===== src/source/sync_fifo.sv =====
/*
 * sync_fifo
 * single clock first-word-fall-through FIFO, RAM based,
 * with a registered ready flag
 */
`default_nettype none

module sync_fifo #(
    parameter int DATA_WIDTH = 32,
    parameter int ADDR_BITS  = 5
) (
    input  wire logic                  clk,
    input  wire logic                  rst,
    input  wire logic [DATA_WIDTH-1:0] in_data,
    input  wire logic                  in_valid,
    output logic                       in_ready,
    output logic      [DATA_WIDTH-1:0] out_data,
    output logic                       out_valid,
    input  wire logic                  out_ready
);

    logic [DATA_WIDTH-1:0] mem [2**ADDR_BITS];
    logic [ADDR_BITS-1:0]  wr_ptr;
    logic [ADDR_BITS-1:0]  rd_ptr;
    logic [ADDR_BITS:0]    count;
    logic [ADDR_BITS:0]    count_next;
    logic                  push;
    logic                  pop;

    assign push      = in_valid && in_ready;
    assign pop       = out_valid && out_ready;
    assign out_valid = (count != '0);
    // head entry shows without a read cycle
    assign out_data  = mem[rd_ptr];

    always_comb begin
        count_next = count;
        if (push && !pop) begin
            count_next = count + 1'b1;
        end else if (pop && !push) begin
            count_next = count - 1'b1;
        end
    end

    always_ff @(posedge clk) begin
        if (push) begin
            mem[wr_ptr] <= in_data;
        end
    end

    always_ff @(posedge clk) begin
        if (rst) begin
            wr_ptr   <= '0;
            rd_ptr   <= '0;
            count    <= '0;
            in_ready <= 1'b0;
        end else begin
            wr_ptr   <= wr_ptr + ADDR_BITS'(push);
            rd_ptr   <= rd_ptr + ADDR_BITS'(pop);
            count    <= count_next;
            // full exactly when the top count bit is set
            in_ready <= !count_next[ADDR_BITS];
        end
    end

endmodule

`default_nettype wire

===== config.mk =====
export PLATFORM = sky130hd
export DESIGN_NAME = sync_fifo
export DESIGN_NICKNAME = d
export VERILOG_FILES = /design/src/source/sync_fifo.sv
export SDC_FILE = /design/constraint.sdc
export NUM_CORES = 1
export LEC_CHECK = 0
export BUFFER_PORTS_ARGS = -buffer_cell sky130_fd_sc_hd__buf_2
export CAP_MARGIN = 20
export CELL_PAD_IN_SITES_DETAIL_PLACEMENT = 1
export CELL_PAD_IN_SITES_GLOBAL_PLACEMENT = 1
export CORE_MARGIN = 5
export CORE_UTILIZATION = 45
export CTS_BUF_LIST = sky130_fd_sc_hd__clkbuf_2 sky130_fd_sc_hd__clkbuf_4 sky130_fd_sc_hd__clkbuf_8
export DETAILED_ROUTE_END_ITERATION = 12
export GPL_TIMING_DRIVEN = 0
export HOLD_SLACK_MARGIN = 0.12
export PLACE_DENSITY = 0.68
export SLEW_MARGIN = 0
export SYNTH_ARGS = -nofsm -noshare
export SYNTH_HDL_FRONTEND = slang
export SYNTH_SLANG_ARGS = --single-unit

===== constraint.sdc =====
create_clock -name clk -period 3.7 [get_ports clk]
set_clock_uncertainty 0.15 [all_clocks]
set_input_delay 0.37 -clock clk [delete_from_list [all_inputs] [get_ports clk]]
set_output_delay 0.37 -clock clk [all_outputs]
set_load 0.1 [all_outputs]

==> results.ini <==
[synth]
synth_top_area_cell=edfxtp_1
syn-mean-instance-area_um2=17.4
ys_types=42
synth.area.top_cells=edfxtp_1, mux2i_1, a22oi_1
ys_warn_count=0
synthFlopType=edfxtp_1
synth_fp_nets=2378
ys_seq_area_share_pct=76.4
synth-seq-cells=1041
syn-instance-count=2335
synth_edf_count=1024
synth.top_cell.area_share_pct=75.5
async_flop_share_pct=0
netlist_area_um2=40700

[clocking]
h-tree-depth=4
clkTransAtPathRegs_ns=0.06
cts.path.max_buffers=3
worstSkewPairLatency_ns=0.84
clkSinkCount=1041
root_buffer=clkbuf_8
post_cts_buffers=0
cts_inserted_buffers=168
cts_tree=built

[route]
avgViaCountPerCell=5.84
drtPass1Iterations=5
wl_per_cell_um=29.4
vias=23100
drt_iter0_drc=2113
drc=0
ant_nets=0
routed_wl_mm=116

[worst_setup_path]
worst-setup-path-type=register to output port
cp_slowest_cell=dfxtp_1
reg2reg_slack_ns=0.53
endpoint_kind=output port
reg2reg_depth=5
crit_top_cell=buf_4
start_kind=register
r2r-end=mem[14][18]
critPathMaxStageDelay_ns=0.47
crit_chain=buf_6 > buf_8 > buf_4 > mux2i_1 > nand2_1 > nand3_1 > nand4_1 > buf_4
path_max_fanout=10
r2r_start=in_ready
crit_arrival_ns=3.07
worstPathRequired_ns=3.18

[job]
drv_cap=0

[timing]
final-max-slew-violation-count=0
finalHoldViolCount=0
tightest_slew_ns=1.05
fin_crit_ns=3.59
clock.fmax_mhz=278
setup_violations=0
period_share_pct=97.1
fin_ws_ns=0.109
slew_headroom_pct=30.0

[place]
dp_hpwl_mm=75.4
dpl.cell_count=3613
port-buffer-count=69
place_area_um2=43500
dp_slack_ns=0.330
place.gp.congestion=0.778

[power]
seqPwrFrac_pct=47.7
switchingPower_w=0.00772
irDropWorstVdd_mv=0.644
p_int_w=0.0199
swShare_pct=28.0
p_comb_share_pct=16.1
p_clk_share_pct=36.2
power_density_nw_per_um2=581
leakage_nw=15.0

[final_layout]
layout.nets=2686
final_area_um2=47500
area_growth_pct=16.6
fin_cells=3948
drive_gt1_share_pct=19.2
fillers=8298

[grt]
grtUsageMet3_pct=4.46
grt_antenna_before_repair=3
grt.overflow.total=0
grt_pass1_vias=24600
grt_max_degree=33
grt_pass1_wl_mm=166
grtUsageMet2_pct=40.0
grt.total_usage_pct=23.6
top_usage_layer=met2
met1_usage_pct=31.0

[floorplan]
start_util_pct=45.3
die_height_um=311
std_cell_rows=110
die_w_um=311
ios=70
core-area_um2=89900
dieArea_um2=96600

[hold_path]
min-delay-path-class=input port to register
hold_depth=3
hold_start=rst
min_to=wr_ptr[1]

[outcome]
status=completed

synthesized netlist by cell type (2+ instances only):
library cell and n:
nand2_1 106, clkbuf_1 43, inv_1 5, nand3b_1 4, edfxtp_1 1024, nand4_1 32
nor3_1 4, xnor2_1 2, nand3_1 139, a31oi_1 2, buf_6 27, dfxtp_1 17
buf_8 2, nor2b_1 5, xor2_1 5, mux2_2 2, buf_4 16, a22oi_1 160
o21ai_0 5, mux2i_1 512, clkbuf_4 4, buf_1 6, a21oi_1 100, nor2_1 50
buf_2 34, or3_1 3, nand2b_1 5, ha_1 7
per-layer routing:
layer | vias up | routed length, um
met5 | - | 25
met4 | 4 | 3430
met3 | 234 | 7040
met2 | 856 | 57400
met1 | 12100 | 48300
li1 | 9900 | -
worst max-delay path: cells and delay by family (launching register included):
kind	cells	cell delay [ns]
mux	1	0.24
simple gates	3	0.42
flops	1	0.47
buf+inv	4	1.06
through the flow:
step	power, W	setup TNS, ns	hold slack (ns)	util, %
6_report	0.0276	0	0.211	52.8
5_1_grt	0.0285	-0.000742	0.203	52.8
4_1_cts	0.0277	-0.0215	0.158	52.8
3_5_place_dp	0.0177	0	0.374	48.4
3_3_place_gp	0.0176	-1113.41	0.375	47.3
2_1_floorplan	0.0164	0	0.289	-
kinds of logic (layout without fill, tap and decap cells):
group / Yosys count / after routing / synth area share, %
xor gates and xnor gates: 7 / 7 / 0.151
adders and majority gates: 7 / 7 / 0.215
DFF: 1041 / 1041 / 76.4
muxes: 514 / 514 / 12.6
AOI/OAI and AO/OA: 273 / 273 / 4.42
and+or+nand+nor: 356 / 356 / 4.12
other: 0 / 1 / 0
buffers and inverters: 137 / 573 / 2.10
power groups by stage:
stage | sequential (W) | combinational [W] | clock [W]
after floorplan | 0.0134 | 0.00300 | 0
after global placement | 0.0134 | 0.00416 | 0
after detailed placement | 0.0134 | 0.00430 | 0
after CTS | 0.0131 | 0.00446 | 0.0101
after global routing | 0.0131 | 0.00464 | 0.0107
final | 0.0131 | 0.00445 | 0.00998
layout by cell type, fill, tap and decap left out, types with 4 or more instances in the layout:
cell and instances:
nand4_1 32, nand3_1 139, clkbuf_1 10, clkbuf_8 170, nor2_1 17, nor2_4 32, buf_6 37, buf_2 59
clkinv_8 4, clkinv_2 4, nand3b_1 4, o21ai_0 5, buf_4 50, nor2b_1 5, a22oi_1 160, nand2b_1 4
inv_1 5, a21oi_1 100, clkbuf_2 26, buf_16 11, nand2_1 106, xor2_1 5, ha_1 7, mux2i_1 512
dfxtp_1 17, bufinv_16 5, dlygate4sd3_1 36, edfxtp_1 1024, buf_12 23, clkbuf_4 89, nor3_1 4, clkinv_1 33
worst max path at each step:
stage	from	to	slack [ns]
2_1_floorplan	in_ready	mem[28][0]	0.07
3_3_place_gp	in_valid	mem[15][14]	-1.52
3_5_place_dp	rd_ptr[1]	out_data[14]	0.33
4_1_cts	rd_ptr[2]	out_data[14]	-0.02
5_1_grt	rd_ptr[2]	out_data[25]	-0.0007
6_report	rd_ptr[0]	out_data[2]	0.11
state kept, by name (all words and copies together) (netlist names):
| signal | count |
|---|---|
| mem | 1024 |
| count | 6 |
| rd_ptr | 5 |
| wr_ptr | 5 |
| in_ready | 1 |
timing repair:
item                       4_1_cts  5_1_grt
setup endpoints to repair       32       23
resized for setup               92       31
pin swaps                        1        0
hold endpoints to repair      1041        0
hold buffers                    36        0
final cells by class:
class	count	area (um^2)	share of cell area (%)
timing repair buffer	138	1540	3.25
multi-input combinational	1157	9020	19.0
clock inverter	55	459	0.967
buffer	132	985	2.07
inverter	5	18.8	0.0395
clock buffer	243	2890	6.08
sequential	1041	31100	65.5
antenna	1	2.50	0.00527
tap	1176	1470	3.10
(Power assumes the default switching activity.)
