## config.mk

```make
export PLATFORM = sky130hd
export DESIGN_NAME = lookup_issue
export DESIGN_NICKNAME = d
export VERILOG_FILES = /design/src/source/kv_pkg.sv /design/src/source/lookup_issue.sv
export SDC_FILE = /design/constraint.sdc
export NUM_CORES = 1
export LEC_CHECK = 0
export ABC_CLOCK_PERIOD_IN_PS = 25600
export BUFFER_PORTS_ARGS = -buffer_cell sky130_fd_sc_hd__buf_2
export CORE_AREA = 4 4 254 256
export DETAILED_ROUTE_END_ITERATION = 10
export DIE_AREA = 0 0 258 260
export PLACE_DENSITY_LB_ADDON = 0.3
export SLEW_MARGIN = 10
export SYNTH_ARGS = -nofsm -noshare
export SYNTH_HDL_FRONTEND = slang
export SYNTH_SLANG_ARGS = --single-unit
```

## constraint.sdc

```tcl
create_clock -name clk -period 25.6 [get_ports clk]
set_clock_uncertainty 0.05 [all_clocks]
set_input_delay 0 -clock clk [delete_from_list [all_inputs] [get_ports clk]]
set_output_delay 0 -clock clk [all_outputs]
set_load 0.01 [all_outputs]
```

## src/source/kv_pkg.sv

```systemverilog
/*
 * kv_pkg
 * widths, hash seeds and command constants shared by the lookup front end,
 * plus the request beat, hash, lookup and read command types
 */
`default_nettype none

package kv_pkg;

    // ------------------------------
    // widths and sizes
    // ------------------------------
    localparam int KEY_WORD_WIDTH = 64;
    localparam int KEY_WIDTH      = 128;
    localparam int META_WIDTH     = 96;
    localparam int BEAT_WIDTH     = 128;
    localparam int MAX_KEY_WORDS  = 4;
    localparam int HT_ADDR_BITS   = 23;

    // hash seeds and rotate amounts
    localparam logic [31:0] HASH_SEED_A = 32'h9e37_79b9;
    localparam logic [31:0] HASH_SEED_B = 32'h85eb_ca6b;
    localparam int          HASH_ROT_A  = 5;
    localparam int          HASH_ROT_B  = 11;

    // read command fields
    localparam logic [23:0] CMD_PREFIX    = 24'h000101;
    localparam logic [7:0]  CMD_BURST_ONE = 8'h01;

    // buffer depths, in address bits
    localparam int IN_FIFO_BITS   = 6;
    localparam int META_FIFO_BITS = 5;
    localparam int KEY_FIFO_BITS  = 5;

    // ------------------------------
    // request beat
    // ------------------------------
    typedef struct packed {
        logic [META_WIDTH-1:0] meta;
        logic [7:0]            key_count;
        logic [23:0]           reserved;
    } req_header_t;

    // word zero in the low half, consumed first
    typedef struct packed {
        logic [KEY_WORD_WIDTH-1:0] word_one;
        logic [KEY_WORD_WIDTH-1:0] word_zero;
    } key_beat_t;

    // first beat of a request is a header, the rest carry key words
    typedef union packed {
        req_header_t hdr;
        key_beat_t   keys;
    } req_beat_u;

    typedef struct packed {
        logic [31:0] hash_one;
        logic [31:0] hash_two;
    } hash_pair_t;

    typedef struct packed {
        hash_pair_t            hash;
        logic [META_WIDTH-1:0] meta;
        logic [KEY_WIDTH-1:0]  key;
    } lookup_rec_t;

    typedef struct packed {
        logic [23:0] prefix;
        logic [7:0]  burst;
        logic [7:0]  zero;
        logic [23:0] bucket;
    } ht_cmd_t;

endpackage

`default_nettype wire

```

## src/source/lookup_issue.sv

```systemverilog
/*
 * lookup_issue
 * joins wide key, hash pair and metadata, then registers the hash table
 * read command and the lookup record, each draining on its own
 */
`default_nettype none

module lookup_issue
    import kv_pkg::*;
(
    input  wire logic                  clk,
    input  wire logic                  rst,
    input  wire logic [KEY_WIDTH-1:0]  wide_key,
    input  wire logic                  wide_valid,
    input  wire hash_pair_t            hash,
    input  wire logic                  hash_valid,
    input  wire logic [META_WIDTH-1:0] meta,
    input  wire logic                  meta_valid,
    output logic                       wide_ready,
    output logic                       hash_ready,
    output logic                       meta_ready,
    output ht_cmd_t                    ht_rd_cmd,
    output logic                       ht_rd_cmd_valid,
    input  wire logic                  ht_rd_cmd_stall,
    output lookup_rec_t                lookup,
    output logic                       lookup_valid,
    input  wire logic                  lookup_ready
);

    ht_cmd_t     cmd_next;
    lookup_rec_t rec_next;
    logic        cmd_free;
    logic        rec_free;
    logic        fire;

    // each output register empty or leaving this cycle
    assign cmd_free = !ht_rd_cmd_valid || !ht_rd_cmd_stall;
    assign rec_free = !lookup_valid || lookup_ready;

    assign fire       = wide_valid && hash_valid && meta_valid && cmd_free && rec_free;
    assign wide_ready = fire;
    assign hash_ready = fire;
    assign meta_ready = fire;

    // ------------------------------
    // output formatting
    // ------------------------------
    always_comb begin
        cmd_next        = '0;
        cmd_next.prefix = CMD_PREFIX;
        cmd_next.burst  = CMD_BURST_ONE;
        // bucket from hash one, upper bits stay zero
        cmd_next.bucket[HT_ADDR_BITS-1:0] = hash.hash_one[HT_ADDR_BITS-1:0];

        rec_next.hash = hash;
        rec_next.meta = meta;
        rec_next.key  = wide_key;
    end

    always_ff @(posedge clk) begin
        if (rst) begin
            ht_rd_cmd_valid <= 1'b0;
            lookup_valid    <= 1'b0;
        end else begin
            if (fire) begin
                ht_rd_cmd_valid <= 1'b1;
            end else if (!ht_rd_cmd_stall) begin
                ht_rd_cmd_valid <= 1'b0;
            end
            if (fire) begin
                lookup_valid <= 1'b1;
            end else if (lookup_ready) begin
                lookup_valid <= 1'b0;
            end
        end
    end

    always_ff @(posedge clk) begin
        if (fire) begin
            ht_rd_cmd <= cmd_next;
            lookup    <= rec_next;
        end
    end

endmodule

`default_nettype wire

```

==> flow_summary.toml <==
[critical_path]
crit_chain = "nor2b_1 -> a211oi_4 -> buf_4 -> buf_4"
worst_path_most_repeated_cell = "buf_4"
arrival_ns = 2.84
start_kind = "register"
r2r_setup_slack_ns = 22.85
reg2reg_depth = 4
cp.required_ns = 25.69
path_max_fanout = 71
cp_slowest_cell = "buf_4"
end_kind = "register"
max_stage_delay_ns = 0.79
critPathKind = "register to register"
worstReg2RegEnd = "lookup[183]"
worstReg2RegStart = "lookup_valid"

[synthesis]
yosysMostFrequentCell = "edfxtp_1"
synth-seq-cells = 290
synthDominantCellAreaShare_pct = 93.5
yosysTopAreaCell = "edfxtp_1"
synthFlopType = "edfxtp_1"
ys_top_cells_by_area = "edfxtp_1 (93%), buf_4 (5.4%), dfxtp_1 (0.43%)"
synth_cells = 366
yosys-top-cells-count = "edfxtp_1 (288), buf_4 (66), conb_1 (2), dfxtp_1 (2)"
synth_edf_count = 288
seq_area_frac_synth_pct = 93.9
yosys_warnings = 0
synth.cell_area_sq_mm = 0.00925
async_flop_share_pct = 0
synth_cell_types = 12
syn_area_per_cell_sq_um = 25.3

[die]
core_area_sq_mm = 0.0625
initial_core_util_pct = 14.8
io_pins = 652
rows = 92
fp.dieW_um = 258
die-area_sq_mm = 0.0671
die_h_um = 260

[routing]
first_iter_violations = 280
detail-route-antenna-nets = 0
drt-vias-per-instance = 3.16
drt-wirelength-per-cell_um = 15.1
drt-total-wl_mm = 32.5
dr.pass1.iters = 4
route.vias.total = 6803
wl_met3_mm = 3.05
drc = 0
wl_met2_mm = 16.7
routed.top_layer = "met5"
met1_length_mm = 11.6

[hold_path]
whs_path_depth = 2
whs_endpoint = "lookup[131]"
min_from = "meta[3]"
min_path_type = "primary input to register"

[sta]
hold_viol_final = 0
setup_viol = 0
min_period_ns = 2.75
fin_setup_tns_ns = 0
fmax_mhz = 364
fin_crit_sh_pct = 10.7
drv_slew = 0
rsz0062_at_grt = "no"
max_slew_margin_pct = 24.1
worst_pin_slew_ns = 1.14

[final_layout]
layout-drive-gt1-share_pct = 51.1
syn_to_final_growth_pct = 85.9
fin_nets = 1577
stdcell_area_sq_mm = 0.0172
utilization_pct = 27.5
instances_no_fill = 2155

[pwr]
leakagePower_nw = 7.04
power_mw = 1.15
ir_drop_mv = 0.0509
power_density_mw_per_mm2 = 67.1

[cts]
h-tree-depth = 2
cts-root-buf = "clkbuf_16"
cts.sinks = 290
cts_max_path_buffers = 3
clkLatencyLatePin_ns = 0.53
path_clk_slew_ns = 0.06
cts_tree = "built"
cts_setup_buffers = 0
numCtsBuffers = 35

[status]
outcome = "complete, no violations"

[grt]
grt_pass1_vias = 7670
antenna_found_initial = 5
grt_pass1_wl_mm = 46.1
grt_max_degree = 169
track_usage_pct = 9.02
gr-total-overflow = 0

[placement]
place_hpwl_mm = 22.9
placed_cells = 1798
place_congestion = 0.773
placed_area_sq_mm = 0.0131
port_buffers = 610

[run]
maxCapViolations = 0
==> power by group <==
part / switching, mW / internal (mW)
Combinational: 0.0392 / 0.0541
Clock: 0.203 / 0.314
Sequential: 0.00398 / 0.539
Total: 0.246 / 0.908
==> cells by family after synthesis <==
group	Yosys count	synth area share, %
compound gates	4	0.338
buf+inv	67	5.40
flops	290	93.9
other cells	2	0.0812
simple gates	3	0.257
==> metrics by stage <==
| step | setup WS [ns] | hold slack [ns] |
|---|---|---|
| 2_1_floorplan | 1.87 | 0.0489 |
| 3_3_place_gp | 22.87 | 0.126 |
| 3_5_place_dp | 22.84 | 0.128 |
| 4_1_cts | 22.84 | 0.0459 |
| 5_1_grt | 22.67 | 0.0644 |
| 6_report | 22.85 | 0.104 |
==> layout make-up <==
class / instances / area, sq um
Antenna cell: 2 / 5.00
Clock buffer: 39 / 891
Clock inverter: 23 / 307
Fill cell: 6361 / 45300
Inverter: 1 / 3.75
Multi-Input combinational cell: 48 / 221
Sequential cell: 290 / 8690
Tap cell: 846 / 1060
Timing Repair Buffer: 906 / 6020
==> worst max-delay path, delay by kind of cell, from the launching register on <==
kind	cells	cell delay, ns
compound gates	1	0.24
simple gates	1	0.18
flops	1	0.31
buf+inv	2	1.40
==> routing by layer <==
| layer | track usage [%] | vias to the layer above |
|---|---|---|
| li1 | - | 3160 |
| met1 | 9.63 | 3201 |
| met2 | 15.9 | 375 |
| met3 | 3.63 | 63 |
| met4 | 3.68 | 4 |
| met5 | 0 | - |
==> placed cells by master (no fill, tap or decap), drive strengths merged, types with 2 or more instances in the layout <==
cell type	n
inv	2
bufinv	6
buf	613
clkinv	12
diode	2
clkinvlp	4
edfxtp	288
dlygate4sd3	293
clkbuf	39
conb	41
dfxtp	2
==> state kept, by name (all words and copies together) (netlist names) <==
signal / flops
ht_rd_cmd_valid: 1
lookup: 288
lookup_valid: 1
==> repair_timing <==
action	CTS	global route
hold endpoints to repair	290	0
gates resized for setup	0	0
endpoints found under the setup margin	0	0
hold buffers	293	0
==> how the worst max path moves through the flow <==
| stage | startpoint | endpoint | slack (ns) | cells past startpoint |
|---|---|---|---|---|
| 2_1_floorplan | lookup_valid | meta_ready | 1.87 | 3 |
| 3_3_place_gp | lookup_valid | lookup[156] | 22.87 | 4 |
| 3_5_place_dp | lookup_valid | lookup[118] | 22.84 | 4 |
| 4_1_cts | lookup_valid | lookup[280] | 22.84 | 4 |
| 5_1_grt | lookup_valid | lookup[183] | 22.67 | 4 |
| 6_report | lookup_valid | lookup[183] | 22.85 | 4 |
Power figures use the tool's default switching activity.
