$ cat src/source/kv_pkg.sv
/*
 * kv_pkg
 * widths, hash seeds and command constants shared by the lookup front end,
 * plus the request beat, hash, lookup and read command types
 */
`default_nettype none

package kv_pkg;

    // ------------------------------
    // widths and sizes
    // ------------------------------
    localparam int KEY_WORD_WIDTH = 64;
    localparam int KEY_WIDTH      = 128;
    localparam int META_WIDTH     = 96;
    localparam int BEAT_WIDTH     = 128;
    localparam int MAX_KEY_WORDS  = 4;
    localparam int HT_ADDR_BITS   = 23;

    // hash seeds and rotate amounts
    localparam logic [31:0] HASH_SEED_A = 32'h9e37_79b9;
    localparam logic [31:0] HASH_SEED_B = 32'h85eb_ca6b;
    localparam int          HASH_ROT_A  = 5;
    localparam int          HASH_ROT_B  = 11;

    // read command fields
    localparam logic [23:0] CMD_PREFIX    = 24'h000101;
    localparam logic [7:0]  CMD_BURST_ONE = 8'h01;

    // buffer depths, in address bits
    localparam int IN_FIFO_BITS   = 6;
    localparam int META_FIFO_BITS = 5;
    localparam int KEY_FIFO_BITS  = 5;

    // ------------------------------
    // request beat
    // ------------------------------
    typedef struct packed {
        logic [META_WIDTH-1:0] meta;
        logic [7:0]            key_count;
        logic [23:0]           reserved;
    } req_header_t;

    // word zero in the low half, consumed first
    typedef struct packed {
        logic [KEY_WORD_WIDTH-1:0] word_one;
        logic [KEY_WORD_WIDTH-1:0] word_zero;
    } key_beat_t;

    // first beat of a request is a header, the rest carry key words
    typedef union packed {
        req_header_t hdr;
        key_beat_t   keys;
    } req_beat_u;

    typedef struct packed {
        logic [31:0] hash_one;
        logic [31:0] hash_two;
    } hash_pair_t;

    typedef struct packed {
        hash_pair_t            hash;
        logic [META_WIDTH-1:0] meta;
        logic [KEY_WIDTH-1:0]  key;
    } lookup_rec_t;

    typedef struct packed {
        logic [23:0] prefix;
        logic [7:0]  burst;
        logic [7:0]  zero;
        logic [23:0] bucket;
    } ht_cmd_t;

endpackage

`default_nettype wire

$ cat src/source/key_assembler.sv
/*
 * key_assembler
 * shifts key words into a 128-bit register and presents the last two
 * words of a request as the wide key
 */
`default_nettype none

module key_assembler
    import kv_pkg::*;
(
    input  wire logic                      clk,
    input  wire logic                      rst,
    input  wire logic [KEY_WORD_WIDTH-1:0] key_word,
    input  wire logic                      key_valid,
    input  wire logic                      key_last,
    output logic                           key_ready,
    output logic      [KEY_WIDTH-1:0]      wide_key,
    output logic                           wide_valid,
    input  wire logic                      wide_ready
);

    logic [KEY_WIDTH-1:0] assembly;
    logic                 take;

    // blocked while a finished key waits for the buffer
    assign key_ready = !wide_valid || wide_ready;
    assign take      = key_valid && key_ready;

    always_ff @(posedge clk) begin
        if (rst) begin
            assembly   <= '0;
            wide_valid <= 1'b0;
        end else begin
            if (wide_valid && wide_ready) begin
                wide_valid <= 1'b0;
            end
            if (take) begin
                if (key_last) begin
                    // start clean, so a one-word key gets a zero high half
                    assembly   <= '0;
                    wide_valid <= 1'b1;
                end else begin
                    assembly <= {assembly[KEY_WIDTH-KEY_WORD_WIDTH-1:0], key_word};
                end
            end
        end
    end

    // earlier word lands in the high half
    always_ff @(posedge clk) begin
        if (take && key_last) begin
            wide_key <= {assembly[KEY_WIDTH-KEY_WORD_WIDTH-1:0], key_word};
        end
    end

endmodule

`default_nettype wire

$ cat config.mk
export PLATFORM = sky130hd
export DESIGN_NAME = key_assembler
export DESIGN_NICKNAME = d
export VERILOG_FILES = /design/src/source/kv_pkg.sv /design/src/source/key_assembler.sv
export SDC_FILE = /design/constraint.sdc
export NUM_CORES = 1
export LEC_CHECK = 0
export BUFFER_PORTS_ARGS = -buffer_cell sky130_fd_sc_hd__buf_2
export CORE_MARGIN = 3
export CORE_UTILIZATION = 49
export DETAILED_ROUTE_END_ITERATION = 10
export PLACE_DENSITY = 0.77
export SYNTH_ARGS = -nofsm -noshare
export SYNTH_HDL_FRONTEND = slang
export SYNTH_SLANG_ARGS = --single-unit
$ cat constraint.sdc
create_clock -name clk -period 4.7 [get_ports clk]
set_input_delay 0.47 -clock clk [delete_from_list [all_inputs] [get_ports clk]]
set_output_delay 0.47 -clock clk [all_outputs]
set_load 0.02 [all_outputs]
==> impl_metrics.yaml, run 1 <==
clock_network:
  clk_root_buffer_cell: "clkbuf_16"
  cts_max_level: 4
  cts_tree: "done"
  cts.sinks: 193
  cts_resized: 0
  cts_hold_buffers: 0
  cts_buffer_depth: 2
  cts_setup_buffers: 0
  clk_latency_ps: 420
  path_clk_slew_ps: 70
  cts_buffers: 17
drt:
  ant_nets: 0
  viasPerCell: 5.50
  postRouteWirelength_um: 14300
  firstDrtPassIters: 5
  drc: 0
  dr_total_vias: 4391
  drtIter0Drc: 453
  routedWlPerCell_um: 17.9
worst_hold_path:
  min_from: "key_word[3]"
  hold_class: "input port to flip-flop"
sta:
  fin_tns_setup_ps: 0
  drv_slew: 0
  rsz0062_at_grt: "false"
  fmax_ghz: 0.441
  holdWs_ps: 238
  fin_crit_sh_pct: 48.3
  fin_ws_ps: 2430
  hold_viol_final: 0
  relSlewSlack_pct: 26.9
  tightest_slew_ps: 1100
  min_period_ps: 2270
  skew_ps: 9.05
  setup_viol: 0
floorplan:
  die-width_um: 122
  core_um2: 12900
  initial_core_util_pct: 51.2
  die_y_um: 122
  pin_count: 199
  dieArea_um2: 14900
  rows: 41
pwr:
  power_switching_uw: 802
  ir_drop_v: 0.000293
  powerDensity_nw_per_um2: 428
  p_sw_share_pct: 22.9
  p_seq_share_pct: 54.5
  p_int_mw: 2.70
  leakagePower_nw: 3.02
  pwr-share-clk_pct: 37.9
  combPwrFrac_pct: 7.6
  p_total_mw: 3.51
global_routing:
  antenna_found_initial: 1
  gr-max-usage-layer: "met2"
  grt_start_max_net_pins: 67
  gr-usage-met3_pct: 7.24
  grt_usage_pct: 19.4
  grt_pass1_vias: 4238
  grtUsageMet1_pct: 24.9
  grt_pass1_wl_um: 22300
  grt_use_met2_pct: 30.0
  gr-total-overflow: 0
synthesis:
  synth_nets: 501
  yosys-top-cells-area: "edfxtp_1 58%, dfxtp_1 20%, nand4b_1 8.5%"
  synth_top_area_share_pct: 58.0
  avgSynthCellArea_um2: 15.3
  ys_seq_area_share_pct: 77.7
  ys_warn_count: 0
  netlist_instances: 432
  yosysTopAreaCell: "edfxtp_1"
  synth_area_um2: 6620
  ys_types: 15
  synth-seq-cells: 193
worst_setup_path:
  path_max_fanout: 66
  worstSetupStartpointType: "input port"
  worst_setup_path_end_kind: "flip-flop"
  critPathRequiredTime_ps: 4790
  rr_startpoint: "wide_valid$_SDFF_PP0_"
  crit_start: "key_last"
  critPathKind: "input port to flip-flop"
  cp.arrival_ps: 2350
finish:
  fill_cells: 1006
  stdcell_area_um2: 8200
  synthToLayoutAreaGrowth_pct: 23.8
  drive_above_1_share_pct: 37.6
  nNetsFinal: 683
  diodes: 0
  multi_input_area_um2: 1230
  seq_area_um2: 5140
flow_run:
  maxCapViolations: 0
run_status:
  status: "complete, no violations"
placement:
  dpl.hpwl_um: 8970
  gp_congestion: 0.742
  dp_slack_ps: 2020
  port_buffers: 198
  place_area_um2: 7650
## registers in the layout, indices dropped and copies added (netlist names)
register,cells
assembly,64
wide_valid,1
wide_key,128
## final timing paths
kind | endpoint | slack [ps] | depth (start not counted)
max reg2reg | wide_key[26]$_DFFE_PP_ | 2700 | 4
min reg2reg | wide_key[122]$_DFFE_PP_ | 420 | 0
max | wide_key[26]$_DFFE_PP_ | 2430 | 4
min | wide_key[3]$_DFFE_PP_ | 240 | 1
## worst max-delay path, cell delays in order
cell	delay (ps)
buf_2	80
buf_4	420
and3_4	870
buf_12	390
## cells in the mapped netlist, drive strengths merged
library cell / count
dfxtp: 65
nor2b: 1
buf: 28
clkinv: 1
o21ai: 64
nand2: 1
nand4b: 64
inv: 1
clkbuf: 13
and3: 1
a21oi: 65
edfxtp: 128
## power by group through the flow
stage,combinational (mW),sequential [mW],clock [mW]
after CTS,0.268,1.91,1.35
after global placement,0.260,1.95,0
final,0.265,1.91,1.33
after global routing,0.288,1.92,1.41
after floorplan,0.0953,2.02,0
after detailed placement,0.267,1.95,0
## through the flow
| stage | instances | util [%] |
|---|---|---|
| CTS | 799 | 63.4 |
| finish | 799 | 63.4 |
| global route | 799 | 63.4 |
| global placement | 767 | 59.2 |
| floorplan | 432 | - |
| detailed placement | 767 | 59.2 |
## logic make-up after synthesis
kind of cell           after synthesis  share of synthesized area (%)
AO/OA/AOI/OAI                      129                           9.75
buffers and inverters               43                           3.72
AND/OR/NAND/NOR                     67                           8.82
flip-flops                         193                           77.7
## layout make-up
cell class | count | area share (%)
clock buffers | 20 | 5.33
clock inverters | 12 | 1.33
inverters | 2 | 0.107
multi-input cells | 196 | 15.1
flip-flops and latches | 193 | 62.8
well taps | 172 | 2.63
repair buffers | 204 | 12.8
## layout by cell type (no fill, tap or decap)
master,instances
edfxtp_1,128
clkinv_2,3
nand2_1,1
o21ai_0,14
clkinvlp_4,4
clkbuf_16,17
clkbuf_1,3
inv_2,1
bufinv_16,1
and3_4,1
clkinv_1,1
inv_6,3
dfxtp_1,65
o21ai_1,50
clkinv_4,1
nand4b_1,64
buf_4,5
buf_12,1
a21oi_1,65
nor2b_4,1
buf_2,198
## routing by layer
metal / share of wire (%) / wire length, µm
met5: 0.091 / 13
met4: 1.9 / 278
met3: 9.9 / 1410
met2: 49 / 7010
met1: 39 / 5600
(Power assumes the default switching activity.)
==> run 2: changes to the inputs <==
- ABC_AREA: not set -> 1
- CORE_UTILIZATION: 49 -> 46
- PLACE_DENSITY: 0.77 -> 0.75
- clock period: 4.7 -> 1.9 ns (I/O delays scaled with it)
==> run 2 against run 1 <==
Effect of this change: synthesized cell count increased by 31%; critical path depth fell by 1; first-iteration DRC count decreased by 22%; non-clock buffer count increased by 65; area after synthesis is 2.8% higher; via count rose by 13%; critical endpoint is now key_ready; highest routed layer is now met4.
==> impl_metrics.yaml, run 2 <==
clock_network:
  cts_tree: "done"
  cts_setup_buffers: 0
  clk_root_buffer_cell: "clkbuf_16"
  cts.sinks: 193
  cts_resized: 0
  path_clk_slew_ps: 70
  cts_buffer_depth: 2
  cts_hold_buffers: 64
  clk_latency_ps: 420
  cts_max_level: 4
  cts_buffers: 17
finish:
  seq_area_um2: 5150
  final_cell_mix: "197 x buf_2, 129 x nand2_1, 128 x edfxtp_1"
  top_register: "wide_key"
  largest_register_ffs: 128
  diodes: 0
  layout_commonest_cell: "buf_2"
  synthToLayoutAreaGrowth_pct: 34.3
  utilization_pct: 64.4
  drive_above_1_share_pct: 29.2
  fill_cells: 1070
  multi_input_area_um2: 1400
  top_regs: "wide_key x128, assembly x64, wide_valid x1"
  nNetsFinal: 880
floorplan:
  rows: 43
  pin_count: 199
  core_um2: 14200
  dieArea_um2: 16300
  die-width_um: 128
  initial_core_util_pct: 47.9
  die_y_um: 128
run_status:
  status: "complete, no violations"
synthesis:
  yosysTopAreaCell: "edfxtp_1"
  netlist_top_cells_count: "130 x nand2_1, 128 x edfxtp_1, 65 x dfxtp_1, 65 x nor2_1"
  yosysMostFrequentCell: "nand2_1"
  avgSynthCellArea_um2: 12.1
  synth-seq-cells: 193
  yosys-top-cells-area: "edfxtp_1 56%, dfxtp_1 19%, nand2_1 7.2%"
  async_flop_share_pct: 0
  synth-edff-count: 128
  ys_warn_count: 0
  ys_types: 14
  synth_nets: 634
  synth_top_area_share_pct: 56.4
  ys_dominant_reg_cell: "edfxtp_1"
  ys_seq_area_share_pct: 75.6
  synth_area_um2: 6810
  netlist_instances: 565
pwr:
  ir_drop_v: 0.000670
  leakagePower_nw: 3.91
  powerDensity_nw_per_um2: 1020
  p_total_mw: 9.29
worst_setup_path:
  cp_cell_sequence: "nand2_4 -> buf_12 -> buf_2"
  max_stage_delay_ps: 410
  worst_setup_path_end_kind: "output port"
  critPathRequiredTime_ps: 1710
  path_max_fanout: 130
  slowest_stage: "buf_12"
  cp.arrival_ps: 1540
  critPathKind: "flip-flop to output port"
  worstSetupStartpointType: "flip-flop"
global_routing:
  gr-usage-met3_pct: 6.63
  antenna_found_initial: 0
  grt_start_max_net_pins: 131
  gr-total-overflow: 0
  grt_use_met2_pct: 32.0
  grt_usage_pct: 19.3
  gr-max-usage-layer: "met2"
  grt_pass1_wl_um: 24600
  grtUsageMet1_pct: 23.7
  grt_pass1_vias: 4891
sta:
  fmax_ghz: 0.578
  tightest_slew_ps: 562
  drv_slew: 0
  relSlewSlack_pct: 62.6
  setup_viol: 0
  fin_crit_sh_pct: 91.1
  holdWs_ps: 249
  rsz0062_at_grt: "false"
  min_period_ps: 1730
  skew_ps: 4.99
  hold_viol_final: 0
drt:
  firstDrtPassIters: 6
  dr_total_vias: 4981
  postRouteWirelength_um: 15500
  routedWlPerCell_um: 15.5
  drtIter0Drc: 353
  viasPerCell: 4.96
  drc: 0
  ant_nets: 0
flow_run:
  maxCapViolations: 0
worst_hold_path:
  hold_class: "input port to flip-flop"
placement:
  gp_congestion: 0.780
  dpl.hpwl_um: 9330
  port_buffers: 198
==> run 2: changes by cell type after synthesis, moves of 3 or more <==
cell,before,now
nand2_1,1,130
nor2_1,0,65
nand3_1,0,64
nand4b_1,64,0
o21ai_1,50,0
o21ai_0,14,1
clkbuf_1,13,4
buf_2,16,23
buf_4,7,10
inv_1,0,3
==> run 2: worst paths after layout <==
check / startpoint / depth (start not counted) / slack [ps] / end
min: rst / 4 / 250 / assembly[10]$_SDFFE_PP0P_
max: wide_valid$_SDFF_PP0_ / 3 / 170 / key_ready
max reg2reg: wide_valid$_SDFF_PP0_ / 4 / 440 / wide_key[27]$_DFFE_PP_
min reg2reg: assembly[4]$_SDFFE_PP0P_ / 0 / 430 / wide_key[68]$_DFFE_PP_
==> run 2: final cells by class <==
class | count | area share (%)
inverters | 5 | 0.205
multi-input cells | 325 | 15.4
flip-flops and latches | 193 | 56.3
clock inverters | 14 | 1.82
repair buffers | 269 | 19.1
clock buffers | 18 | 4.69
well taps | 180 | 2.46
==> run 2: per-layer routing <==
metal  wire length [µm]  vias up
met5                  0        -
met4                285        0
met3               1460       26
met2               7490      219
met1               6310     2302
li1                   -     2434
==> run 2: worst max-delay path: cells and delay by family (launching register included) <==
kind	cells	cell delay, ps
buf+inv	2	670
flops	1	350
simple gates	1	80
==> run 2: stage by stage <==
step	setup WS, ps	instance area (µm²)	setup TNS, ps	std cells
after floorplan	-1170	6840	-150050	565
after global placement	521	7910	0	908
after detailed placement	475	7910	0	908
after CTS	131	9140	0	1004
after global routing	73.2	9140	0	1004
final	169	9140	0	1004
==> run 2: cell families (layout without fill, tap and decap cells) <==
group / after synthesis / count (layout) / share of synthesized area (%)
buffers and inverters: 47 / 306 / 4.12
AOI/OAI and AO/OA: 65 / 65 / 4.78
and+or+nand+nor: 260 / 260 / 15.5
DFF: 193 / 193 / 75.6
==> run 2: where the power goes <==
group / switching [mW] / internal [mW]
Clock: 1.48 / 2.06
Sequential: 0.0826 / 4.73
Combinational: 0.567 / 0.363
Total: 2.13 / 7.16
