===== config.mk =====
export PLATFORM = sky130hd
export DESIGN_NAME = key_hasher
export DESIGN_NICKNAME = d
export VERILOG_FILES = /design/src/source/kv_pkg.sv /design/src/source/key_hasher.sv
export SDC_FILE = /design/constraint.sdc
export NUM_CORES = 1
export LEC_CHECK = 0
export ABC_AREA = 1
export BUFFER_PORTS_ARGS = -buffer_cell sky130_fd_sc_hd__buf_2
export CAP_MARGIN = 25
export CORE_MARGIN = 3
export CORE_UTILIZATION = 55
export CTS_CLUSTER_DIAMETER = 60
export DETAILED_ROUTE_END_ITERATION = 12
export GPL_TIMING_DRIVEN = 0
export PLACE_DENSITY_LB_ADDON = 0.15
export SLEW_MARGIN = 10
export SYNTH_ARGS = -nofsm -noshare
export SYNTH_HDL_FRONTEND = slang
export SYNTH_SLANG_ARGS = --single-unit

===== constraint.sdc =====
create_clock -name clk -period 3.1 [get_ports clk]
set_input_delay 0 -clock clk [delete_from_list [all_inputs] [get_ports clk]]
set_output_delay 0 -clock clk [all_outputs]
set_load 0.03 [all_outputs]

===== src/source/kv_pkg.sv =====
/*
 * kv_pkg
 * widths, hash seeds and command constants shared by the lookup front end,
 * plus the request beat, hash, lookup and read command types
 */
`default_nettype none

package kv_pkg;

    // ------------------------------
    // widths and sizes
    // ------------------------------
    localparam int KEY_WORD_WIDTH = 64;
    localparam int KEY_WIDTH      = 128;
    localparam int META_WIDTH     = 96;
    localparam int BEAT_WIDTH     = 128;
    localparam int MAX_KEY_WORDS  = 4;
    localparam int HT_ADDR_BITS   = 23;

    // hash seeds and rotate amounts
    localparam logic [31:0] HASH_SEED_A = 32'h9e37_79b9;
    localparam logic [31:0] HASH_SEED_B = 32'h85eb_ca6b;
    localparam int          HASH_ROT_A  = 5;
    localparam int          HASH_ROT_B  = 11;

    // read command fields
    localparam logic [23:0] CMD_PREFIX    = 24'h000101;
    localparam logic [7:0]  CMD_BURST_ONE = 8'h01;

    // buffer depths, in address bits
    localparam int IN_FIFO_BITS   = 6;
    localparam int META_FIFO_BITS = 5;
    localparam int KEY_FIFO_BITS  = 5;

    // ------------------------------
    // request beat
    // ------------------------------
    typedef struct packed {
        logic [META_WIDTH-1:0] meta;
        logic [7:0]            key_count;
        logic [23:0]           reserved;
    } req_header_t;

    // word zero in the low half, consumed first
    typedef struct packed {
        logic [KEY_WORD_WIDTH-1:0] word_one;
        logic [KEY_WORD_WIDTH-1:0] word_zero;
    } key_beat_t;

    // first beat of a request is a header, the rest carry key words
    typedef union packed {
        req_header_t hdr;
        key_beat_t   keys;
    } req_beat_u;

    typedef struct packed {
        logic [31:0] hash_one;
        logic [31:0] hash_two;
    } hash_pair_t;

    typedef struct packed {
        hash_pair_t            hash;
        logic [META_WIDTH-1:0] meta;
        logic [KEY_WIDTH-1:0]  key;
    } lookup_rec_t;

    typedef struct packed {
        logic [23:0] prefix;
        logic [7:0]  burst;
        logic [7:0]  zero;
        logic [23:0] bucket;
    } ht_cmd_t;

endpackage

`default_nettype wire


===== src/source/key_hasher.sv =====
/*
 * key_hasher
 * folds every key word of a request into two 32-bit hashes,
 * held at the output until taken
 */
`default_nettype none

module key_hasher
    import kv_pkg::*;
(
    input  wire logic                      clk,
    input  wire logic                      rst,
    input  wire logic [KEY_WORD_WIDTH-1:0] key_word,
    input  wire logic                      key_valid,
    input  wire logic                      key_last,
    output logic                           key_ready,
    output hash_pair_t                     hash,
    output logic                           hash_valid,
    input  wire logic                      hash_ready
);

    logic [31:0] run_one;
    logic [31:0] run_two;
    logic [31:0] next_one;
    logic [31:0] next_two;
    logic [31:0] word_lo;
    logic [31:0] word_hi;
    logic        take;

    function automatic logic [31:0] rotl(input logic [31:0] value, input int amount);
        return (value << amount) | (value >> (32 - amount));
    endfunction

    assign key_ready = !hash_valid;
    assign take      = key_valid && key_ready;

    assign word_lo = key_word[KEY_WORD_WIDTH/2-1:0];
    assign word_hi = key_word[KEY_WORD_WIDTH-1:KEY_WORD_WIDTH/2];

    // ------------------------------
    // per-word mixing
    // ------------------------------
    assign next_one = rotl(run_one, HASH_ROT_A) ^ word_lo ^ word_hi;
    // add wraps at 32 bits
    assign next_two = (rotl(run_two, HASH_ROT_B) + word_lo) ^ word_hi;

    always_ff @(posedge clk) begin
        if (rst) begin
            run_one    <= HASH_SEED_A;
            run_two    <= HASH_SEED_B;
            hash_valid <= 1'b0;
        end else begin
            if (hash_valid && hash_ready) begin
                hash_valid <= 1'b0;
            end
            if (take) begin
                if (key_last) begin
                    // reseed for the next request
                    run_one    <= HASH_SEED_A;
                    run_two    <= HASH_SEED_B;
                    hash_valid <= 1'b1;
                end else begin
                    run_one <= next_one;
                    run_two <= next_two;
                end
            end
        end
    end

    always_ff @(posedge clk) begin
        if (take && key_last) begin
            hash.hash_one <= next_one;
            hash.hash_two <= next_two;
        end
    end

endmodule

`default_nettype wire


==> impl_metrics.tcl, run 1 <==
set metrics [dict create \
    synth-main-ff-cell "dfxtp_1" \
    die_area_mm2 0.01500 \
    postSynthNetCount 1043 \
    hold_path.class "primary input to flip-flop" \
    synth_common_cells "308 x nand2_1, 139 x inv_1, 82 x a21oi_1, 65 x dfxtp_1" \
    antenna_found_initial 0 \
    nFillCells 1115 \
    postSynthAreaPerCell_um2 7.923 \
    required_ns 3.29 \
    grt_use_met3_pct 5.945 \
    final_max_slew_viol_count 0 \
    syn_area_mm2 0.007463 \
    grt_first_pass_wirelength_um 34280 \
    cts_sinks 129 \
    place_ws_ns 0.8342 \
    ys_warn_count 0 \
    core_mm2 0.01293 \
    met2_usage_pct 47.82 \
    initial_core_util_pct 57.73 \
    synth_edf_count 64 \
    wl_per_cell_um 17.10 \
    vdd_drop_max_mv 0.5589 \
    finalSetupViolations 0 \
    nets 1227 \
    outcome "finished clean" \
    slew_headroom_pct 49.06 \
    clockRootBuffer "clkbuf_16" \
    postSynthCellCount 942 \
    cts_made_buffers 17 \
    grt_max_degree 34 \
    min_period_ns 2.271 \
    drc 0 \
    total_power_mw 5.732 \
    die_w_um 122.5 \
    synthTopCellsByArea "edfxtp_1 26%, dfxtp_1 17%, nand2_1 15%, xnor2_1 7.5%, inv_1 7.0%" \
    placed_cell_area_mm2 0.008364 \
    tns_ns 0 \
    place.gp.congestion 0.9280 \
    yosysMostFrequentCell "nand2_1" \
    cp_max_fo 4 \
    power_leakage_nw 4.423 \
    fin_ws_ns 0.8292 \
    fp.dieH_um 122.5 \
    critPathKind "flip-flop to flip-flop" \
    worstSkewPairLatency_ns 0.43 \
    cts_tree "built" \
    hold_viol_final 0 \
    post-route-period-util_pct 73.25 \
    first_pass_iters 6 \
    critPathLaunchType "flip-flop" \
    cts_buffer_depth 2 \
    grt_pass1_vias 6436 \
    arrival_ns 2.46 \
    rows 41 \
    vias_per_cell 5.110 \
    syn_to_final_growth_pct 24.58 \
    cts_setup_buffers 0 \
    final_antenna_net_count 0 \
    rsz0062_at_grt "false" \
    synth_top_area_share_pct 25.75 \
    io_buffers 133 \
    synth_top_area_cell "edfxtp_1" \
    boundaryPins 135 \
    fmax_ghz 0.4404 \
    tightest_slew_ns 0.7641 \
    met1_usage_pct 42.92 \
    grt-ovfl-total 0 \
    track_usage_pct 30.99 \
    fin_skew_ns 0.01207 \
    grt.busiest_layer "met2" \
    dp_hpwl_um 17440 \
    num_antenna_cells 0 \
    first_iter_violations 624 \
    h-tree-depth 4 \
    power_density_mw_per_mm2 616.5 \
    cap_violations 0 \
    synth.ff_latch_count 129 \
    crit_path_end_kind "flip-flop" \
    final_cell_area_mm2 0.009298 \
    totalWireLength_um 22410 \
    utilization_pct 71.92 \
    yosysSeqAreaShare_pct 43.19 \
    drive_gt1_share_pct 17.65 \
    async_reset_ff_share_pct 0 \
    route.vias.total 6699 \
    clk_pin_slew_worst_paths_ns 0.06 \
    synth_cell_types 34 \
]
-- through the flow --
step | std cells | hold slack, ns
5_1_grt | 1311 | 0.02347
3_5_place_dp | 1248 | 0.2990
2_1_floorplan | 942 | 0.1821
3_3_place_gp | 1247 | 0.2747
4_1_cts | 1311 | 0.006520
6_report | 1311 | 0.01324
-- area by class of cell --
class	count	area [um2]	area share, %
tap	172	215.2	2.315
inverter	140	525.5	5.652
sequential	129	3223	34.67
clock buffer	17	425.4	4.575
timing repair buffer	165	996.0	10.71
buffer	18	73.82	0.7940
multi-input combinational	655	3641	39.16
clock inverter	15	197.7	2.126
-- worst paths after layout --
kind / startpoint / to / slack, ns / depth (start not counted)
max: run_two[21]$_SDFFE_PP1P_ / hash[24]$_DFFE_PP_ / 0.83 / 12
min: key_word[27] / run_one[27]$_SDFFE_PP1P_ / 0.01 / 5
max reg2reg: run_two[21]$_SDFFE_PP1P_ / hash[24]$_DFFE_PP_ / 0.83 / 12
min reg2reg: run_two[16]$_SDFFE_PP1P_ / run_two[16]$_SDFFE_PP1P_ / 0.47 / 2
-- metal layers --
metal	wire, um	up-vias
met3	1831	43
met1	9953	3065
met5	0	-
met2	9843	267
met4	783	0
li1	-	3324
-- kinds of logic after synthesis --
kind of cell | Yosys count | share of synthesized area, %
AO/OA/AOI/OAI | 94 | 6.538
buffers and inverters | 158 | 8.030
adder cells (fa/ha/maj) | 32 | 5.465
flip-flops | 129 | 43.19
XOR/XNOR | 111 | 13.33
AND/OR/NAND/NOR | 418 | 23.45
-- where the power goes --
| part | switching, mW | leakage, nW | internal, mW |
|---|---|---|---|
| registers | 0.0824 | 1.13 | 1.99 |
| logic | 1.02 | 2.99 | 0.521 |
| clock network | 0.823 | 0.299 | 1.29 |
-- state kept, by name, summed over array words and instances, names as in the netlist --
signal      cells
run_one        32
run_two        32
hash           64
hash_valid      1
-- repair_timing --
action	in CTS	in global routing
hold buffers	31	0
gates resized for setup	0	0
hold endpoints to repair	55	0
setup endpoints to repair	0	0
-- cells in the final DEF, fill, tap and decap left out, types with 2 or more instances in the layout --
cell type | Yosys | routed
nor2_1 | 33 | 33
clkinv_4 | 0 | 3
nand2_1 | 308 | 308
clkbuf_1 | 12 | 12
xnor2_1 | 64 | 64
o21ai_0 | 6 | 6
buf_2 | 5 | 138
clkbuf_16 | 0 | 17
nor2_2 | 5 | 5
xor2_1 | 44 | 44
dlygate4sd3_1 | 0 | 31
dfxtp_1 | 65 | 65
nor3_1 | 4 | 4
nand3_1 | 33 | 33
clkinvlp_4 | 0 | 2
a21oi_1 | 82 | 82
and2_1 | 5 | 5
nand3_2 | 5 | 5
inv_2 | 1 | 2
inv_6 | 0 | 5
o21bai_1 | 2 | 2
bufinv_16 | 0 | 3
ha_1 | 31 | 31
nand2_2 | 10 | 10
inv_1 | 139 | 138
nand4_1 | 5 | 5
inv_8 | 0 | 2
xor2_2 | 3 | 3
edfxtp_1 | 64 | 64
nand3b_1 | 5 | 5
-- worst max-delay path, stage by stage (launching register included) --
cell     delay, ns
dfxtp_1       0.32
ha_1          0.26
fa_1          0.45
nand3_1       0.11
nand2_1       0.15
nand3_1       0.13
nand3_2       0.10
nand2_1       0.09
nand2_2       0.08
nand2_1       0.09
nand3_1       0.10
nand2_1       0.11
inv_1         0.05
(Power assumes the default switching activity.)
==> run 2: changes to the inputs <==
==> constraint.sdc (replaced) <==
create_clock -name clk -period 2.3 [get_ports clk]
set_input_delay 0 -clock clk [delete_from_list [all_inputs] [get_ports clk]]
set_output_delay 0 -clock clk [all_outputs]
set_load 0.03 [all_outputs]
==> impl_metrics.tcl, run 2 (synthesis results as in run 1) <==
set metrics [dict create \
    multiInputGateArea_mm2 0.003649 \
    h-tree-depth 4 \
    slew_headroom_pct 45.66 \
    drc 0 \
    rsz0062_at_grt "true" \
    cts_sinks 129 \
    worstSkewPairLatency_ns 0.43 \
    cpPeakStageDelay_ns 0.69 \
    route.vias.total 6758 \
    boundaryPins 135 \
    tightest_slew_ns 0.8151 \
    fin_skew_ns 0.01364 \
    cts_buffer_depth 2 \
    final_antenna_net_count 0 \
    min_period_ns 2.264 \
    syn_to_final_growth_pct 24.51 \
    cts_setup_buffers 0 \
    grt_pass1_vias 6424 \
    cts_made_buffers 17 \
    switching_share_pct 34.43 \
    cp_max_fo 15 \
    first_pass_iters 6 \
    final_cell_count_no_fill 1311 \
    critPathLaunchType "flip-flop" \
    r2r_cells 5 \
    power_leakage_nw 4.411 \
    hold_path.class "primary input to flip-flop" \
    holdPathStages 5 \
    track_usage_pct 31.13 \
    p_switching_mw 2.648 \
    total_power_mw 7.692 \
    r2r_start "hash_valid$_SDFF_PP0_" \
    required_ns 2.24 \
    cts_tree "built" \
    grt-ovfl-total 0 \
    post-route-period-util_pct 98.45 \
    wl_per_cell_um 17.32 \
    holdPathEnd "run_one[17]$_SDFFE_PP1P_" \
    reg2reg_to "hash[54]$_DFFE_PP_" \
    place.gp.congestion 0.9310 \
    nFillCells 1081 \
    ff2ff_setup_slack_ns 0.04 \
    final_max_slew_viol_count 0 \
    power_frac_comb_pct 27.2 \
    nets 1227 \
    layout_common_cells "307 x nand2_1, 138 x buf_2, 137 x inv_1" \
    die_w_um 122.5 \
    fp.dieH_um 122.5 \
    grt_max_degree 36 \
    largest_register_ffs 64 \
    dp.cells 1248 \
    slowest_stage "clkinvlp_2" \
    num_antenna_cells 0 \
    reg_top3 "hash: 64 flops, run_one: 32 flops, run_two: 32 flops" \
    cp_cell_sequence "inv_2 -> nand2_2 -> inv_1 -> nand2_1 -> clkinvlp_2" \
    pwr-share-clk_pct 36.4 \
    dp_hpwl_um 17430 \
    vias_per_cell 5.155 \
    internal-power_mw 5.044 \
    grt_first_pass_wirelength_um 34340 \
    rows 41 \
    core_mm2 0.01293 \
    outcome "finished clean" \
    p_seq_share_pct 36.4 \
    finalSetupViolations 0 \
    layout_commonest_cell "nand2_1" \
    crit_path_end_kind "flip-flop" \
    first_iter_violations 596 \
    cap_violations 0 \
    vdd_drop_max_mv 0.5415 \
    antenna_found_initial 0 \
    hp-start "key_word[17]" \
    seq_area_mm2 0.003224 \
    totalWireLength_um 22710 \
    largest_register "hash" \
    hold_viol_final 0 \
    critPathKind "flip-flop to flip-flop" \
    fmax_ghz 0.4416 \
    arrival_ns 2.21 \
    io_buffers 133 \
    clk_pin_slew_worst_paths_ns 0.06 \
    die_area_mm2 0.01500 \
    initial_core_util_pct 57.73 \
    drive_gt1_share_pct 18.17 \
    power_density_mw_per_mm2 827.8 \
    clockRootBuffer "clkbuf_16" \
]
-- run 2: how the worst max path moves through the flow --
stage,slack [ns],endpoint,cells after the start,start
2_1_floorplan,0.03,hash[0]$_DFFE_PP_,5,hash_valid$_SDFF_PP0_
3_3_place_gp,-0.37,hash[18]$_DFFE_PP_,5,hash_valid$_SDFF_PP0_
3_5_place_dp,0.003,hash[18]$_DFFE_PP_,6,hash_valid$_SDFF_PP0_
4_1_cts,0.03,hash[22]$_DFFE_PP_,12,run_two[21]$_SDFFE_PP1P_
5_1_grt,-0.02,hash[51]$_DFFE_PP_,5,hash_valid$_SDFF_PP0_
6_report,0.04,hash[54]$_DFFE_PP_,5,hash_valid$_SDFF_PP0_
-- run 2: per-stage QoR --
step                util [%]  setup slack, ns  TNS (ns)  hold slack, ns  area (um2)
finish                 71.88          0.03554         0         0.01813        9293
global route           71.88         -0.01980   -0.2453         0.04084        9293
CTS                    71.83          0.02947         0        0.004980        9285
detailed placement     64.74         0.003366         0          0.2832        8369
global placement       64.59          -0.3694    -23.22          0.2649        8349
floorplan                  -          0.03330         0          0.1746        7468
-- run 2: area by class of cell --
type	count	area share [%]
Timing Repair Buffer	164	10.61
Sequential cell	129	34.70
Buffer	18	0.7944
Timing Repair inverter	1	0.05386
Clock buffer	17	4.578
Inverter	140	5.695
Clock inverter	15	1.993
Multi-Input combinational cell	655	39.26
Tap cell	172	2.316
-- run 2: timing repair --
item | 4_1_cts | 5_1_grt
resized for setup | 0 | 3
hold buffers | 30 | 0
hold endpoints to repair | 52 | 0
gates cloned | 1 | 0
setup endpoints to repair | 35 | 22
-- run 2: power groups by stage --
stage	registers (mW)	clock network [mW]	logic, mW
floorplan	3.01	0	1.20
global placement	2.84	0	1.98
detailed placement	2.84	0	2.00
CTS	2.80	2.82	2.06
global route	2.81	2.92	2.29
finish	2.80	2.80	2.09
-- run 2: worst max-delay path, delay by kind of cell (launching register included) --
kind                   cells  cell delay, ns
flip-flops                 1            0.33
AND/OR/NAND/NOR            2            0.55
buffers and inverters      3            0.89
-- run 2: per-layer routing --
| layer | up-vias | wire (um) | share of wire [%] | global-route usage [%] |
|---|---|---|---|---|
| met5 | - | 0 | 0 | 0 |
| met4 | 0 | 629 | 2.8 | 11.97 |
| met3 | 42 | 1872 | 8.2 | 5.346 |
| met2 | 282 | 10200 | 45 | 48.44 |
| met1 | 3109 | 10010 | 44 | 43.57 |
| li1 | 3325 | - | - | - |
==> run 3: changes to the inputs <==
--- a/config.mk
+++ b/config.mk
@@ -8,13 +8,14 @@
 export ABC_AREA = 1
 export BUFFER_PORTS_ARGS = -buffer_cell sky130_fd_sc_hd__buf_2
 export CAP_MARGIN = 25
-export CORE_MARGIN = 3
+export CORE_MARGIN = 2
 export CORE_UTILIZATION = 55
 export CTS_CLUSTER_DIAMETER = 60
+export CTS_CLUSTER_SIZE = 16
 export DETAILED_ROUTE_END_ITERATION = 12
 export GPL_TIMING_DRIVEN = 0
 export PLACE_DENSITY_LB_ADDON = 0.15
-export SLEW_MARGIN = 10
+export SLEW_MARGIN = 15
 export SYNTH_ARGS = -nofsm -noshare
 export SYNTH_HDL_FRONTEND = slang
 export SYNTH_SLANG_ARGS = --single-unit
==> impl_metrics.tcl, run 3 (synthesis results as in run 1) <==
set metrics [dict create \
    total_power_mw 7.548 \
    boundaryPins 135 \
    drive_gt1_share_pct 18.17 \
    finalSetupViolations 0 \
    vdd_drop_max_mv 0.4863 \
    core_mm2 0.01324 \
    num_antenna_cells 0 \
    hp-start "key_word[3]" \
    slowest_stage "clkinvlp_2" \
    fin_skew_ns 0.008304 \
    critPathKind "flip-flop to flip-flop" \
    fp.dieH_um 120.5 \
    post-route-period-util_pct 93.24 \
    tightest_slew_ns 0.7877 \
    rsz0062_at_grt "false" \
    utilization_pct 70.03 \
    syn_to_final_growth_pct 24.26 \
    final_cell_area_mm2 0.009274 \
    h-tree-depth 4 \
    grt_pass1_vias 6280 \
    track_usage_pct 31.16 \
    rows 42 \
    route.vias.total 6612 \
    hold_path.class "primary input to flip-flop" \
    wl_per_cell_um 16.74 \
    grt_first_pass_wirelength_um 33520 \
    tns_ns 0 \
    cts_tree "built" \
    critPathLaunch "hash_valid$_SDFF_PP0_" \
    multiInputGateArea_mm2 0.003651 \
    clk_pin_slew_worst_paths_ns 0.06 \
    die_w_um 120.5 \
    power_leakage_nw 4.394 \
    largest_register_ffs 64 \
    initial_core_util_pct 56.36 \
    seq_area_mm2 0.003224 \
    slew_headroom_pct 47.49 \
    first_pass_iters 5 \
    final_cell_count_no_fill 1315 \
    cpPeakStageDelay_ns 0.62 \
    power_density_mw_per_mm2 813.9 \
    crit_path_end_kind "flip-flop" \
    die_area_mm2 0.01452 \
    hold_viol_final 0 \
    cap_violations 0 \
    io_buffers 133 \
    reg_top3 "hash: 64 flops, run_one: 32 flops, run_two: 32 flops" \
    fmax_ghz 0.4663 \
    place.gp.congestion 0.9331 \
    cts_setup_buffers 0 \
    cp_cell_sequence "inv_2 -> nand2_2 -> inv_1 -> nand2_1 -> clkinvlp_2" \
    r2r_start "hash_valid$_SDFF_PP0_" \
    final_antenna_net_count 0 \
    drc 0 \
    outcome "finished clean" \
    cts_sinks 129 \
    dp.cells 1252 \
    layout_commonest_cell "nand2_1" \
    largest_register "hash" \
    arrival_ns 2.11 \
    cp_max_fo 15 \
    first_iter_violations 564 \
    min_period_ns 2.144 \
    critPathLaunchType "flip-flop" \
    worstSkewPairLatency_ns 0.43 \
    grt-ovfl-total 0 \
    clockRootBuffer "clkbuf_16" \
    placed_cell_area_mm2 0.008374 \
    cts_made_buffers 17 \
    grt_max_degree 36 \
    nets 1227 \
    required_ns 2.27 \
    vias_per_cell 5.028 \
    dp_hpwl_um 16910 \
    cts_buffer_depth 2 \
    final_max_slew_viol_count 0 \
    nFillCells 1136 \
    totalWireLength_um 22010 \
    layout_common_cells "306 x nand2_1, 138 x buf_2, 137 x inv_1" \
    antenna_found_initial 0 \
]
## run 3: repair_timing
item                                    CTS  global route
hold endpoints to repair                 51             0
endpoints found under the setup margin    0            41
hold buffers                             30             0
gates resized for setup                   0             4
## run 3: cell type report
| class | count | share of cell area, % |
|---|---|---|
| plain buffers | 18 | 0.7960 |
| clock buffers | 17 | 4.587 |
| clock inverters | 15 | 1.713 |
| inverters | 140 | 5.707 |
| multi-input cells | 655 | 39.37 |
| flip-flops and latches | 129 | 34.77 |
| well taps | 176 | 2.375 |
| repair buffers | 164 | 10.63 |
| repair inverters | 1 | 0.05397 |
## run 3: critical path, delay by kind of cell (launching register included)
family | cells | cell delay, ns
buffers and inverters | 3 | 0.83
DFF | 1 | 0.33
and+or+nand+nor | 2 | 0.52
## run 3: power breakdown
group	switching, mW	internal (mW)	leakage (nW)
Clock	1.07	1.60	0.282
Combinational	1.38	0.705	2.98
Sequential	0.107	2.69	1.13
## run 3: final timing paths
path,cells after the start,slack [ns],to
worst min-delay path,5,0.02,run_one[3]$_SDFFE_PP1P_
worst max-delay path,5,0.16,hash[31]$_DFFE_PP_
worst max register to register,5,0.16,hash[31]$_DFFE_PP_
worst min register to register,2,0.47,run_two[28]$_SDFFE_PP0P_
## run 3: layer usage
| metal | vias up | track usage (%) | part of all wire (%) |
|---|---|---|---|
| met5 | - | 0 | 0 |
| met4 | 0 | 13.30 | 3.5 |
| met3 | 47 | 4.670 | 6.7 |
| met2 | 253 | 48.23 | 44 |
| met1 | 2990 | 43.60 | 46 |
| li1 | 3322 | - | - |
## run 3: stage by stage
stage | setup slack [ns] | hold slack, ns
after global routing | 0.02889 | 0.03770
final | 0.1555 | 0.02194
after detailed placement | 0.03977 | 0.2684
after floorplan | 0.03330 | 0.1746
after global placement | -0.3790 | 0.2699
after CTS | 0.02124 | 0.009178
